$ cat config.mk
export PLATFORM = sky130hd
export DESIGN_NAME = lane_unit
export DESIGN_NICKNAME = d
export VERILOG_FILES = /design/src/verilog/lane_pkg.sv /design/src/verilog/exec_unit.sv /design/src/verilog/index_unit.sv /design/src/verilog/lane_unit.sv /design/src/verilog/mask_reg.sv /design/src/verilog/pipe_reg.sv /design/src/verilog/reg_bank.sv
export SDC_FILE = /design/constraint.sdc
export NUM_CORES = 2
export LEC_CHECK = 0
export BUFFER_PORTS_ARGS = -buffer_cell sky130_fd_sc_hd__buf_2
export CORE_UTILIZATION = 55
export DETAILED_ROUTE_END_ITERATION = 7
export PLACE_DENSITY = 0.79
export SLEW_MARGIN = 20
export SYNTH_ARGS = -nofsm -noshare
export SYNTH_HDL_FRONTEND = slang
export SYNTH_HIERARCHICAL = 1
export SYNTH_SLANG_ARGS = --single-unit
$ cat constraint.sdc
create_clock -name clock -period 6.6 [get_ports clock]
set_input_delay 1.32 -clock clock [delete_from_list [all_inputs] [get_ports clock]]
set_output_delay 1.32 -clock clock [all_outputs]
set_load 0.01 [all_outputs]
$ cat src/verilog/lane_pkg.sv
// Lane package with the sizes, opcodes and stage payloads of one SIMT execution lane
package lane_pkg;

	//////////////////////////////
	// Sizes
	localparam int data_width = 32;
	localparam int reg_count = 32;
	localparam int reg_idx_width = $clog2(reg_count);
	// Registers split evenly over the even and odd bank
	localparam int bank_rows = reg_count / 2;
	localparam int row_width = $clog2(bank_rows);
	localparam int mask_count = 8;
	localparam int thread_id_width = 5;

	typedef logic [data_width-1:0] data_t;
	typedef logic [reg_idx_width-1:0] reg_idx_t;
	typedef logic [row_width-1:0] row_t;
	typedef logic [$clog2(mask_count)-1:0] mask_idx_t;
	typedef logic [thread_id_width-1:0] thread_id_t;

	//////////////////////////////
	// Opcodes
	typedef enum logic [2:0] {
		op_add = 3'd0,
		op_sub = 3'd1,
		op_mul = 3'd2,
		op_and = 3'd3,
		op_or = 3'd4,
		op_xor = 3'd5,
		op_slt = 3'd6,
		op_movs = 3'd7
	} op_t;

	//////////////////////////////
	// Command and stage payloads
	// Register index, thread-relative when rel is set
	typedef struct packed {
		logic rel;
		reg_idx_t idx;
	} operand_t;

	typedef struct packed {
		logic valid;
		op_t op;
		operand_t src1;
		operand_t src2;
		// Low bits name the mask bit for op_slt
		operand_t dst;
		logic masked;
		mask_idx_t mask_sel;
		data_t scalar;
	} command_t;

	// After index update, all indices effective
	typedef struct packed {
		logic valid;
		op_t op;
		reg_idx_t src1;
		reg_idx_t src2;
		reg_idx_t dst;
		logic masked;
		mask_idx_t mask_sel;
		data_t scalar;
	} idx_stage_t;

	typedef struct packed {
		logic valid;
		op_t op;
		reg_idx_t dst;
		logic masked;
		mask_idx_t mask_sel;
		data_t scalar;
		data_t data1;
		data_t data2;
	} read_stage_t;

	typedef struct packed {
		logic valid;
		logic we;
		reg_idx_t dst;
		data_t data;
	} wb_t;

endpackage

$ cat src/verilog/exec_unit.sv
// Execute stage: arithmetic, logic and compare, forming write-back, mask write and commit
module exec_unit (
	input logic clock,
	input logic reset,
	input logic en,
	input lane_pkg::read_stage_t stage,
	input logic mask_bit,
	output lane_pkg::mask_idx_t mask_sel,
	output lane_pkg::wb_t wb,
	output logic mask_we,
	output lane_pkg::mask_idx_t mask_widx,
	output logic mask_wbit,
	output logic commit,
	output lane_pkg::data_t scalar_data,
	output logic written
);
	import lane_pkg::*;

	data_t result;
	logic is_cmp;
	logic active;

	// Mask bit lookup for the command in this stage
	assign mask_sel = stage.mask_sel;

	// Unmasked, or masked with its bit set
	assign active = ~stage.masked | mask_bit;
	assign is_cmp = (stage.op == op_slt);

	//////////////////////////////
	// ALU
	always_comb begin
		case (stage.op)
			op_add: result = stage.data1 + stage.data2;
			op_sub: result = stage.data1 - stage.data2;
			op_mul: result = stage.data1 * stage.data2;
			op_and: result = stage.data1 & stage.data2;
			op_or: result = stage.data1 | stage.data2;
			op_xor: result = stage.data1 ^ stage.data2;
			op_slt: result = data_t'($signed(stage.data1) < $signed(stage.data2));
			op_movs: result = stage.scalar;
			default: result = '0;
		endcase
	end

	//////////////////////////////
	// Output register
	always_ff @(posedge clock) begin
		if (reset) begin
			wb <= '0;
			mask_we <= 1'b0;
			mask_widx <= '0;
			mask_wbit <= 1'b0;
			commit <= 1'b0;
			scalar_data <= '0;
			written <= 1'b0;
		end else if (en) begin
			wb.valid <= stage.valid;
			wb.we <= stage.valid & active & ~is_cmp;
			wb.dst <= stage.dst;
			wb.data <= result;
			mask_we <= stage.valid & active & is_cmp;
			mask_widx <= stage.dst[$bits(mask_idx_t)-1:0];
			mask_wbit <= result[0];
			// Disabled commands still commit, only without a write
			commit <= stage.valid;
			scalar_data <= result;
			written <= stage.valid & active;
		end else begin
			// Stalled, so strobes drop and nothing commits twice
			wb.valid <= 1'b0;
			wb.we <= 1'b0;
			mask_we <= 1'b0;
			commit <= 1'b0;
			written <= 1'b0;
		end
	end

	// A command writes either a register or a mask bit
	one_target: assert property (
		@(posedge clock) disable iff (reset)
		!(wb.we && mask_we)
	);

endmodule

$ cat src/verilog/index_unit.sv
// Index unit that offsets a thread-relative register index by the SIMT thread ID
module index_unit (
	input lane_pkg::operand_t operand,
	input lane_pkg::thread_id_t thread_id,
	output lane_pkg::reg_idx_t index
);
	import lane_pkg::*;

	reg_idx_t thread_offset;
	reg_idx_t window_index;

	// Thread ID as a register offset
	assign thread_offset = reg_idx_t'(thread_id);

	// Wraps modulo the register count, so each thread
	// sees its own window of the 32 registers
	assign window_index = operand.idx + thread_offset;

	// Absolute operands pass unchanged
	assign index = operand.rel ? window_index : operand.idx;

endmodule

$ cat src/verilog/lane_unit.sv
// SIMT execution lane: command capture, index update, banked register read and execute
module lane_unit (
	input logic clock,
	input logic reset,
	input logic en,
	input lane_pkg::command_t command,
	input lane_pkg::thread_id_t thread_id,
	output logic commit,
	output lane_pkg::data_t scalar_data,
	output logic written
);
	import lane_pkg::*;

	command_t cmd_q;
	thread_id_t thread_q;
	reg_idx_t src1_eff;
	reg_idx_t src2_eff;
	reg_idx_t dst_eff;
	idx_stage_t idx_next;
	idx_stage_t idx_q;
	read_stage_t rd_ctl;
	reg_idx_t rd_src1;
	reg_idx_t rd_src2;
	row_t row1;
	row_t row2;
	data_t even_rdata1;
	data_t even_rdata2;
	data_t odd_rdata1;
	data_t odd_rdata2;
	read_stage_t read_next;
	read_stage_t read_q;
	wb_t wb;
	logic even_we;
	logic odd_we;
	logic mask_bit;
	mask_idx_t mask_sel;
	logic mask_we;
	mask_idx_t mask_widx;
	logic mask_wbit;

	//////////////////////////////
	// Command capture
	pipe_reg #(.payload_t(command_t)) cmd_reg (
		.clock(clock),
		.reset(reset),
		.en(en),
		.d(command),
		.q(cmd_q)
	);

	// Thread ID travels with its command
	always_ff @(posedge clock) begin
		if (reset) begin
			thread_q <= '0;
		end else if (en) begin
			thread_q <= thread_id;
		end
	end

	//////////////////////////////
	// Index update
	index_unit src1_index (
		.operand(cmd_q.src1),
		.thread_id(thread_q),
		.index(src1_eff)
	);

	index_unit src2_index (
		.operand(cmd_q.src2),
		.thread_id(thread_q),
		.index(src2_eff)
	);

	index_unit dst_index (
		.operand(cmd_q.dst),
		.thread_id(thread_q),
		.index(dst_eff)
	);

	always_comb begin
		idx_next.valid = cmd_q.valid;
		idx_next.op = cmd_q.op;
		idx_next.src1 = src1_eff;
		idx_next.src2 = src2_eff;
		idx_next.dst = dst_eff;
		idx_next.masked = cmd_q.masked;
		idx_next.mask_sel = cmd_q.mask_sel;
		idx_next.scalar = cmd_q.scalar;
	end

	pipe_reg #(.payload_t(idx_stage_t)) idx_reg (
		.clock(clock),
		.reset(reset),
		.en(en),
		.d(idx_next),
		.q(idx_q)
	);

	//////////////////////////////
	// Register read
	// During a stall the held command re-reads its own rows
	assign row1 = en ? idx_q.src1[reg_idx_width-1:1] : rd_src1[reg_idx_width-1:1];
	assign row2 = en ? idx_q.src2[reg_idx_width-1:1] : rd_src2[reg_idx_width-1:1];

	// Write-back goes to the bank named by the low index bit
	assign even_we = wb.valid & wb.we & ~wb.dst[0];
	assign odd_we = wb.valid & wb.we & wb.dst[0];

	reg_bank even_bank (
		.clock(clock),
		.reset(reset),
		.we(even_we),
		.waddr(wb.dst[reg_idx_width-1:1]),
		.wdata(wb.data),
		.raddr1(row1),
		.raddr2(row2),
		.rdata1(even_rdata1),
		.rdata2(even_rdata2)
	);

	reg_bank odd_bank (
		.clock(clock),
		.reset(reset),
		.we(odd_we),
		.waddr(wb.dst[reg_idx_width-1:1]),
		.wdata(wb.data),
		.raddr1(row1),
		.raddr2(row2),
		.rdata1(odd_rdata1),
		.rdata2(odd_rdata2)
	);

	// Command fields and source indices aligned with the bank reads;
	// data words stay zero here and are filled from the banks below
	always_ff @(posedge clock) begin
		if (reset) begin
			rd_ctl <= '0;
			rd_src1 <= '0;
			rd_src2 <= '0;
		end else if (en) begin
			rd_ctl.valid <= idx_q.valid;
			rd_ctl.op <= idx_q.op;
			rd_ctl.dst <= idx_q.dst;
			rd_ctl.masked <= idx_q.masked;
			rd_ctl.mask_sel <= idx_q.mask_sel;
			rd_ctl.scalar <= idx_q.scalar;
			rd_src1 <= idx_q.src1;
			rd_src2 <= idx_q.src2;
		end
	end

	// Bank bit picks odd or even read data
	always_comb begin
		read_next = rd_ctl;
		read_next.data1 = rd_src1[0] ? odd_rdata1 : even_rdata1;
		read_next.data2 = rd_src2[0] ? odd_rdata2 : even_rdata2;
	end

	pipe_reg #(.payload_t(read_stage_t)) read_reg (
		.clock(clock),
		.reset(reset),
		.en(en),
		.d(read_next),
		.q(read_q)
	);

	//////////////////////////////
	// Execute and mask
	mask_reg mask_reg_inst (
		.clock(clock),
		.reset(reset),
		.we(mask_we),
		.widx(mask_widx),
		.wbit(mask_wbit),
		.ridx(mask_sel),
		.rbit(mask_bit)
	);

	exec_unit exec_unit_inst (
		.clock(clock),
		.reset(reset),
		.en(en),
		.stage(read_q),
		.mask_bit(mask_bit),
		.mask_sel(mask_sel),
		.wb(wb),
		.mask_we(mask_we),
		.mask_widx(mask_widx),
		.mask_wbit(mask_wbit),
		.commit(commit),
		.scalar_data(scalar_data),
		.written(written)
	);

endmodule

$ cat src/verilog/mask_reg.sv
// Predicate mask register, set by compares and read by masked commands
module mask_reg (
	input logic clock,
	input logic reset,
	input logic we,
	input lane_pkg::mask_idx_t widx,
	input logic wbit,
	input lane_pkg::mask_idx_t ridx,
	output logic rbit
);
	import lane_pkg::*;

	logic [mask_count-1:0] mask_bits;

	// Compare result sets or clears one bit
	always_ff @(posedge clock) begin
		if (reset) begin
			mask_bits <= '0;
		end else if (we) begin
			mask_bits[widx] <= wbit;
		end
	end

	// Combinational read for the execute stage
	assign rbit = mask_bits[ridx];

endmodule

$ cat src/verilog/pipe_reg.sv
// Pipeline stage register with enable and synchronous clear, shared by all lane stages
module pipe_reg #(
	parameter type payload_t = logic
) (
	input logic clock,
	input logic reset,
	input logic en,
	input payload_t d,
	output payload_t q
);

	// Stage advances only while the lane is enabled
	always_ff @(posedge clock) begin
		if (reset) begin
			q <= '0;
		end else if (en) begin
			q <= d;
		end
	end

	// Once out of reset, no unknown bits travel down the pipe
	q_known: assert property (
		@(posedge clock) disable iff (reset)
		!$isunknown(q)
	);

endmodule

$ cat src/verilog/reg_bank.sv
// Register bank with two synchronous read ports and one write port
module reg_bank (
	input logic clock,
	input logic reset,
	input logic we,
	input lane_pkg::row_t waddr,
	input lane_pkg::data_t wdata,
	input lane_pkg::row_t raddr1,
	input lane_pkg::row_t raddr2,
	output lane_pkg::data_t rdata1,
	output lane_pkg::data_t rdata2
);
	import lane_pkg::*;

	data_t mem [bank_rows];

	//////////////////////////////
	// Write port
	always_ff @(posedge clock) begin
		if (reset) begin
			for (int i = 0; i < bank_rows; i++) begin
				mem[i] <= '0;
			end
		end else if (we) begin
			mem[waddr] <= wdata;
		end
	end

	//////////////////////////////
	// Read ports
	// Same-edge write is not visible, old contents are returned
	always_ff @(posedge clock) begin
		rdata1 <= mem[raddr1];
		rdata2 <= mem[raddr2];
	end

	// Write strobe from the execute stage is always resolved
	we_known: assert property (
		@(posedge clock) disable iff (reset)
		!$isunknown(we)
	);

endmodule
Yosys cells after proc, flatten, opt, wreduce, memory -nomap -nowiden
Memories as Yosys holds them, arrays and structs flattened. A register that Yosys moved wholly into a read port is not among the register bits.
Cells that the tools add are included.
W data, S select, Z words.
{ "classes": {"addsub": 5, "n_mul": 1, "magnitude_cmp": 4, "n_eq_ne": 7, "n_mux": 27, "bitwise_logic": 14, "reduce_logical": 5} }
{ "op_table": {"columns": ["operator", "count"], "rows": [
  ["$pmux W32 S8", 1],
  ["$mux W32", 4],
  ["$reduce_or A32 Y1", 2],
  ["$add A32 B32 Y32", 1],
  ["$and A32 B32 Y32", 1],
  ["$lt A32 B32 Y1", 1],
  ["$mul A32 B32 Y32", 1],
  ["$or A32 B32 Y32", 1],
  ["$sub A32 B32 Y32", 1],
  ["$xor A32 B32 Y32", 1],
  ["$mux W4", 4],
  ["$add A5 B5 Y5", 3],
  ["$mux W5", 3],
  ["$eq A3 B3 Y1 const B", 4],
  ["$mux W1", 12],
  ["$bwmux W8", 1],
  ["$lt A3 B4 Y1 const B", 2],
  ["$and A1 B1 Y1", 6],
  ["$eq A3 B2 Y1 const B", 2],
  ["$not A1 Y1", 4],
  ["$bmux W1 S3", 1],
  ["$demux W1 S3", 1],
  ["$eq A3 B1 Y1 const B", 1],
  ["$ge A3 B1 Y1 const B", 1],
  ["other kinds (4)", 4]
]} }
{ "totals": {"ff_bits": 335, "ramBits": 1024, "out_inout_bits": 34, "mem_count": 2} }
{ "mem_list": {"columns": ["name", "depth", "width", "read_ports", "rd_ports_with_merged_regs", "write_ports", "line", "rtl"], "rows": [
  ["even_bank.mem", 16, 32, 2, 2, 16, "reg_bank.sv:15", "data_t mem [bank_rows];"],
  ["odd_bank.mem", 16, 32, 2, 2, 16, "reg_bank.sv:15", null]
]} }

Logic depth before layout (Yosys ltp)
{ "depth": {"depth_word": 7, "depth_mapped": 30, "mapped_depth_nobuf": 27} }

Hierarchy
The synthesis kept the hierarchy.
{ "by_module_without_submodules": {"columns": ["module", "n_inst", "cells_each", "area_per_inst_um2"], "rows": [
  ["reg_bank (even_bank)", 1, 1751, 27885.5],
  ["reg_bank (odd_bank)", 1, 1751, 27863.0],
  ["exec_unit", 1, 2713, 21949.8],
  ["pipe_reg (read_reg)", 1, 351, 3832.4],
  ["lane_unit", 1, 269, 2999.1],
  ["pipe_reg (cmd_reg)", 1, 187, 2072.0],
  ["pipe_reg (idx_reg)", 1, 177, 1994.4],
  ["index_unit", 3, 31, 259.0],
  ["mask_reg", 1, 37, 420.4]
]} }

Least setup slack after synthesis
OpenSTA, ideal clock, no wires.
{ "synth_path": {"path_kind": "reg-to-reg", "start": "register read_reg/q[2] (netlist bit)", "end": "register exec_unit_inst.scalar_data[29]", "setup_time_ns": 0.103, "t_arrival_ns": 7.173, "required_ns": 6.497, "path_slack_ns": -0.676, "stages_incl_launch_ff": 29, "path_buffers": 3, "path_cell_list": "dfxtp_1 -> clkbuf_1 -> inv_1 -> buf_1 -> nor2_1 -> fa_1 -> inv_1 -> fa_1 -> fa_1 -> fa_1 -> inv_1 -> fa_1 -> inv_1 -> fa_1 -> inv_1 -> fa_1 -> fa_1 -> ha_1 -> clkbuf_1 -> a21oi_1 -> o21a_1 -> o21ai_0 -> a221oi_1 -> a31oi_1 -> a21oi_1 -> xor2_1 -> o21ai_0 -> nor2_1 -> a2111oi_2"} }
{ "synth_between": {"elab_chain_cells": 2, "word_cells_on_any_way": 4, "cone_classes": "add/sub (2); mul (1); mux (1)"} }
{ "synth_rtl": {"columns": ["element", "line", "rtl"], "rows": [
  ["from (decl)", "pipe_reg.sv:9", "output payload_t q"],
  ["from (signal assigned)", "pipe_reg.sv:15", "q <= '0;"],
  ["from (signal assigned)", "pipe_reg.sv:17", "q <= d;"],
  ["$mul A32 B32 Y32, or another cell as far along", "exec_unit.sv:36", "op_mul: result = stage.data1 * stage.data2;"],
  ["$pmux W32 S8 (*)", "exec_unit.sv:33", "case (stage.op)"],
  ["to (signal assigned)", "exec_unit.sv:67", "scalar_data <= result;"],
  ["to (decl)", "exec_unit.sv:14", "output lane_pkg::data_t scalar_data,"]
]} }
Every way passes the cells marked *; elsewhere a longest branch is shown, timed or not.
A chain may end at the register's enable or synchronous reset.

Final worst setup path
{ "layout_path": {"start": "register read_reg/q[49] (netlist bit)", "end": "register exec_unit_inst.scalar_data[30]"} }
Same word-level chain as after synthesis.

==> qor.csv <==
stage,metric,value,unit
run_status,status,finished with violations,
run_status,violations,negative setup slack,
synth,synth_cells,7329,
power_and_ir_drop,combPwrFrac,15.9,%
critical_path,path_buf_inv,3,
run,max_cap_violations,0,
placement,dp_hpwl,202400,um
die,core,161300,um^2
timing,max_freq,140.5,MHz
power_and_ir_drop,p_seq_share,45.2,%
synth,synth-adder-area-share,12.43,%
critical_path,endpoint_kind,flip-flop,
synth,synthSimpleGateAreaFrac,13.82,%
drt,ant_nets,0,
synth,muxShareOfSynthArea,17.50,%
power_and_ir_drop,p_sw,6541,uW
clock_network,cts_tree,built,
clock_network,path_clk_slew,0.07,ns
finish,layoutNonFillerInstCount,9807,
critical_path,cp_top_family,adder cells,
timing,slew_headroom,18.15,%
critical_path,r2r_end,exec_unit_inst/scalar_data[30],
grt,grt_max_degree,125,
synth,synth_edf_count,1024,
synth,ys.flop_type,edfxtp_1,
timing,setup-violations-final,17,
timing,finalMaxSlewViolations,0,
timing,min_period,7.118,ns
critical_path,reg2reg_depth,20,
die,ios,100,
power_and_ir_drop,p_int,16920,uW
critical_path,reg2reg_from,read_reg/q[49],
power_and_ir_drop,p_clk_share,38.9,%
worst_hold_path,hold_class,reg -> reg,
clock_network,htreeDepth,4,
drt,drt-initial-drc-count,8160,
placement,port-buffer-count,99,
timing,hold_viol,0,
finish,final_util,62.62,%
critical_path,cp.arrival,7.79,ns
clock_network,clk-insertion-delay-late,0.83,ns
grt,antenna_found_initial,24,
synth,synthDistinctLibCells,102,
placement,routabilityCongestion,1.024,
synth,synth_area,89790,um^2
synth,synthArstFlopShare,0,%
drt,wire_per_inst,30.69,um
synth,synth_nets,8039,
power_and_ir_drop,leakagePower,0.03963,uW
drt,dr.pass1.iters,7,
clock_network,numCtsBuffers,156,
critical_path,crit_path_top_delay_cell,fa_1,
power_and_ir_drop,cellPowerDensity,232.3,nW/um^2
critical_path,crit_type,reg -> reg,
finish,mostFrequentLayoutCells,"1,024 x edfxtp_1, 976 x and2_1, 664 x nor2_1",
die,fp.dieW,406.1,um
synth,synth_top_family_by_area,multiplexers,
timing,finalCritPeriodShare,107.8,%
clock_network,clock-sinks,1483,
critical_path,crit_path_max_fanout,10,
critical_path,cp-startpoint,read_reg/q[49],
synth,postSynthAreaPerCell,12.25,um^2
timing,tightest_slew,1.228,ns
clock_network,clk_path_buf_depth,3,
power_and_ir_drop,peakVddDrop,0.2544,mV
grt,grt_pass1_wl,431000,um
die,rows,147,
synth,synth-seq-cells,1483,
finish,nNetsFinal,8216,
drt,drt_wl_total,301000,um
synth,ys_seq_area_share,44.48,%
clock_network,clockRootBuffer,clkbuf_16,
timing,rsz0062_at_grt,true,
grt,grt_pass1_vias,63540,
die,initial_core_util,55.67,%
finish,final_common_cell,edfxtp_1,
critical_path,worstPathRequired,7.28,ns
timing,fin_skew,0.06875,ns
critical_path,startpoint_type,flip-flop,
drt,viasPerCell,6.412,
critical_path,crit_path_max_incr_delay,0.59,ns
critical_path,cp-endpoint,exec_unit_inst/scalar_data[30],
critical_path,path_cells,"buf_4, nand2_1, fa_1, fa_1, fa_1, fa_1, inv_1, fa_1, fa_1, fa_1, fa_1, ha_1, and2_4, buf_4, a2111o_1, a21oi_4, a21oi_2, xor2_1, a21oi_1, a311oi_1",
drt,vias,62881,
die,dieHeight,406.1,um
synth,synth_compound_area_share,5.443,%
finish,drive_gt1_share,23.77,%
grt,track_usage,36.55,%
drt,drc,0,
die,die_area,164900,um^2
synth,yosysWarningCount,6,
placement,dp.cells,9482,
finish,syn_to_final_growth,12.49,%
critical_path,r2r_slack,-0.52,ns
critical_path,cpMostUsedCell,fa_1,
grt,grt-ovfl-total,0,
timing,setup_ws,-0.5178,ns
power_and_ir_drop,swShare,27.88,%
synth,synth-xor-area-share,1.102,%
critical_path,cp.depth,20,
==> kinds of logic (layout without fill, tap and decap cells) <==
group | after synthesis | after routing
compound gates | 687 | 687
flops | 1483 | 1483
buf+inv | 1088 | 1399
other cells | 0 | 7
fa+ha+maj | 644 | 644
xor+xnor | 113 | 113
simple gates | 2403 | 2403
mux | 911 | 911
==> synth_stat cells (58+ instances only) <==
library cell	instances	share of area, %
and2_2	58	0.48
edfxtp_1	1024	34
o21ai_0	74	0.41
mux4_2	513	13
nor2_1	718	3.0
a21oi_1	112	0.62
inv_1	477	2.0
buf_4	60	0.50
clkbuf_1	357	1.5
xnor2_1	89	0.87
mux2i_1	300	3.3
mux2_2	90	1.1
ha_1	231	3.2
nand2_1	424	1.8
fa_1	413	9.2
dfxtp_1	459	10
buf_2	83	0.46
and2_1	977	6.8
a22oi_1	269	2.2
==> layer usage <==
metal	global-route usage, %	routed length [um]	part of all wire (%)
met3	10.89	39210	13
met5	0	140	0.047
met1	45.20	102800	34
met2	56.42	137200	46
met4	22.63	21650	7.2
==> power groups by stage <==
stage          clock network (uW)  logic (uW)  registers (uW)
2_1_floorplan                   0        2110           10600
3_3_place_gp                    0        3460           10700
3_5_place_dp                    0        3490           10800
4_1_cts                      9160        3590           10600
5_1_grt                      9520        3900           10600
6_report                     9120        3730           10600
==> how the worst min path moves through the flow <==
stage	start	cells after the start	slack, ns	end
finish	rd_ctl[88]	2	0.48	read_reg/q[88]
global route	idx_reg/q[37]	2	0.51	rd_ctl[101]
CTS	rd_ctl[88]	2	0.49	read_reg/q[88]
detailed placement	read_reg/q[108]	1	0.48	exec_unit_inst/commit
global placement	mask_reg_inst/mask_bits[4]	2	0.46	mask_reg_inst/mask_bits[4]
floorplan	read_reg/q[108]	1	0.45	exec_unit_inst/commit
==> cell type report <==
cell class,count,area [um^2]
timing repair buffer,610,4960
sequential,1483,39980
inverter,496,1909
antenna,7,17.52
tap,2160,2703
multi-input combinational,4758,46110
fill,12010,60300
clock buffer,222,4375
timing repair inverter,1,7.507
clock inverter,70,949.7
==> worst register-to-register path, delay by kind of cell, from the launching register on <==
| family | cells | cell delay, ns |
|---|---|---|
| AO/OA/AOI/OAI | 5 | 1.12 |
| XOR/XNOR | 1 | 0.18 |
| adder cells (fa/ha/maj) | 9 | 4.41 |
| buffers and inverters | 3 | 0.53 |
| flip-flops | 1 | 0.40 |
| AND/OR/NAND/NOR | 2 | 0.34 |
==> flip-flops by register name (all words and copies together) (netlist names), 8 cells and up <==
register	count
even_bank/mem	512
even_bank/rdata1	32
rd_ctl	45
odd_bank/rdata2	32
odd_bank/mem	512
idx_reg/q	55
odd_bank/rdata1	32
mask_reg_inst/mask_bits	8
even_bank/rdata2	32
read_reg/q	109
cmd_reg/q	58
exec_unit_inst/scalar_data	32
==> stage by stage <==
stage / setup slack (ns) / total power, uW / setup TNS [ns] / hold WS, ns / area, um^2
after global routing: -0.7504 / 24040 / -9.142 / 0.5083 / 101000
after global placement: -0.7508 / 14190 / -8.726 / 0.4648 / 94520
after detailed placement: -0.7420 / 14260 / -9.342 / 0.4808 / 94520
after CTS: -0.3832 / 23330 / -3.826 / 0.4899 / 100500
after floorplan: -0.1065 / 12750 / -0.1069 / 0.4452 / 90090
final: -0.5178 / 23460 / -5.300 / 0.4753 / 101000
==> repair_timing <==
item / CTS / global route
gates cloned: 2 / 0
setup endpoints to repair: 20 / 20
pin swaps: 69 / 85
gates resized for setup: 107 / 111
buffers inserted: 17 / 14
hold buffers: 0 / 0
Power figures use the tool's default switching activity.
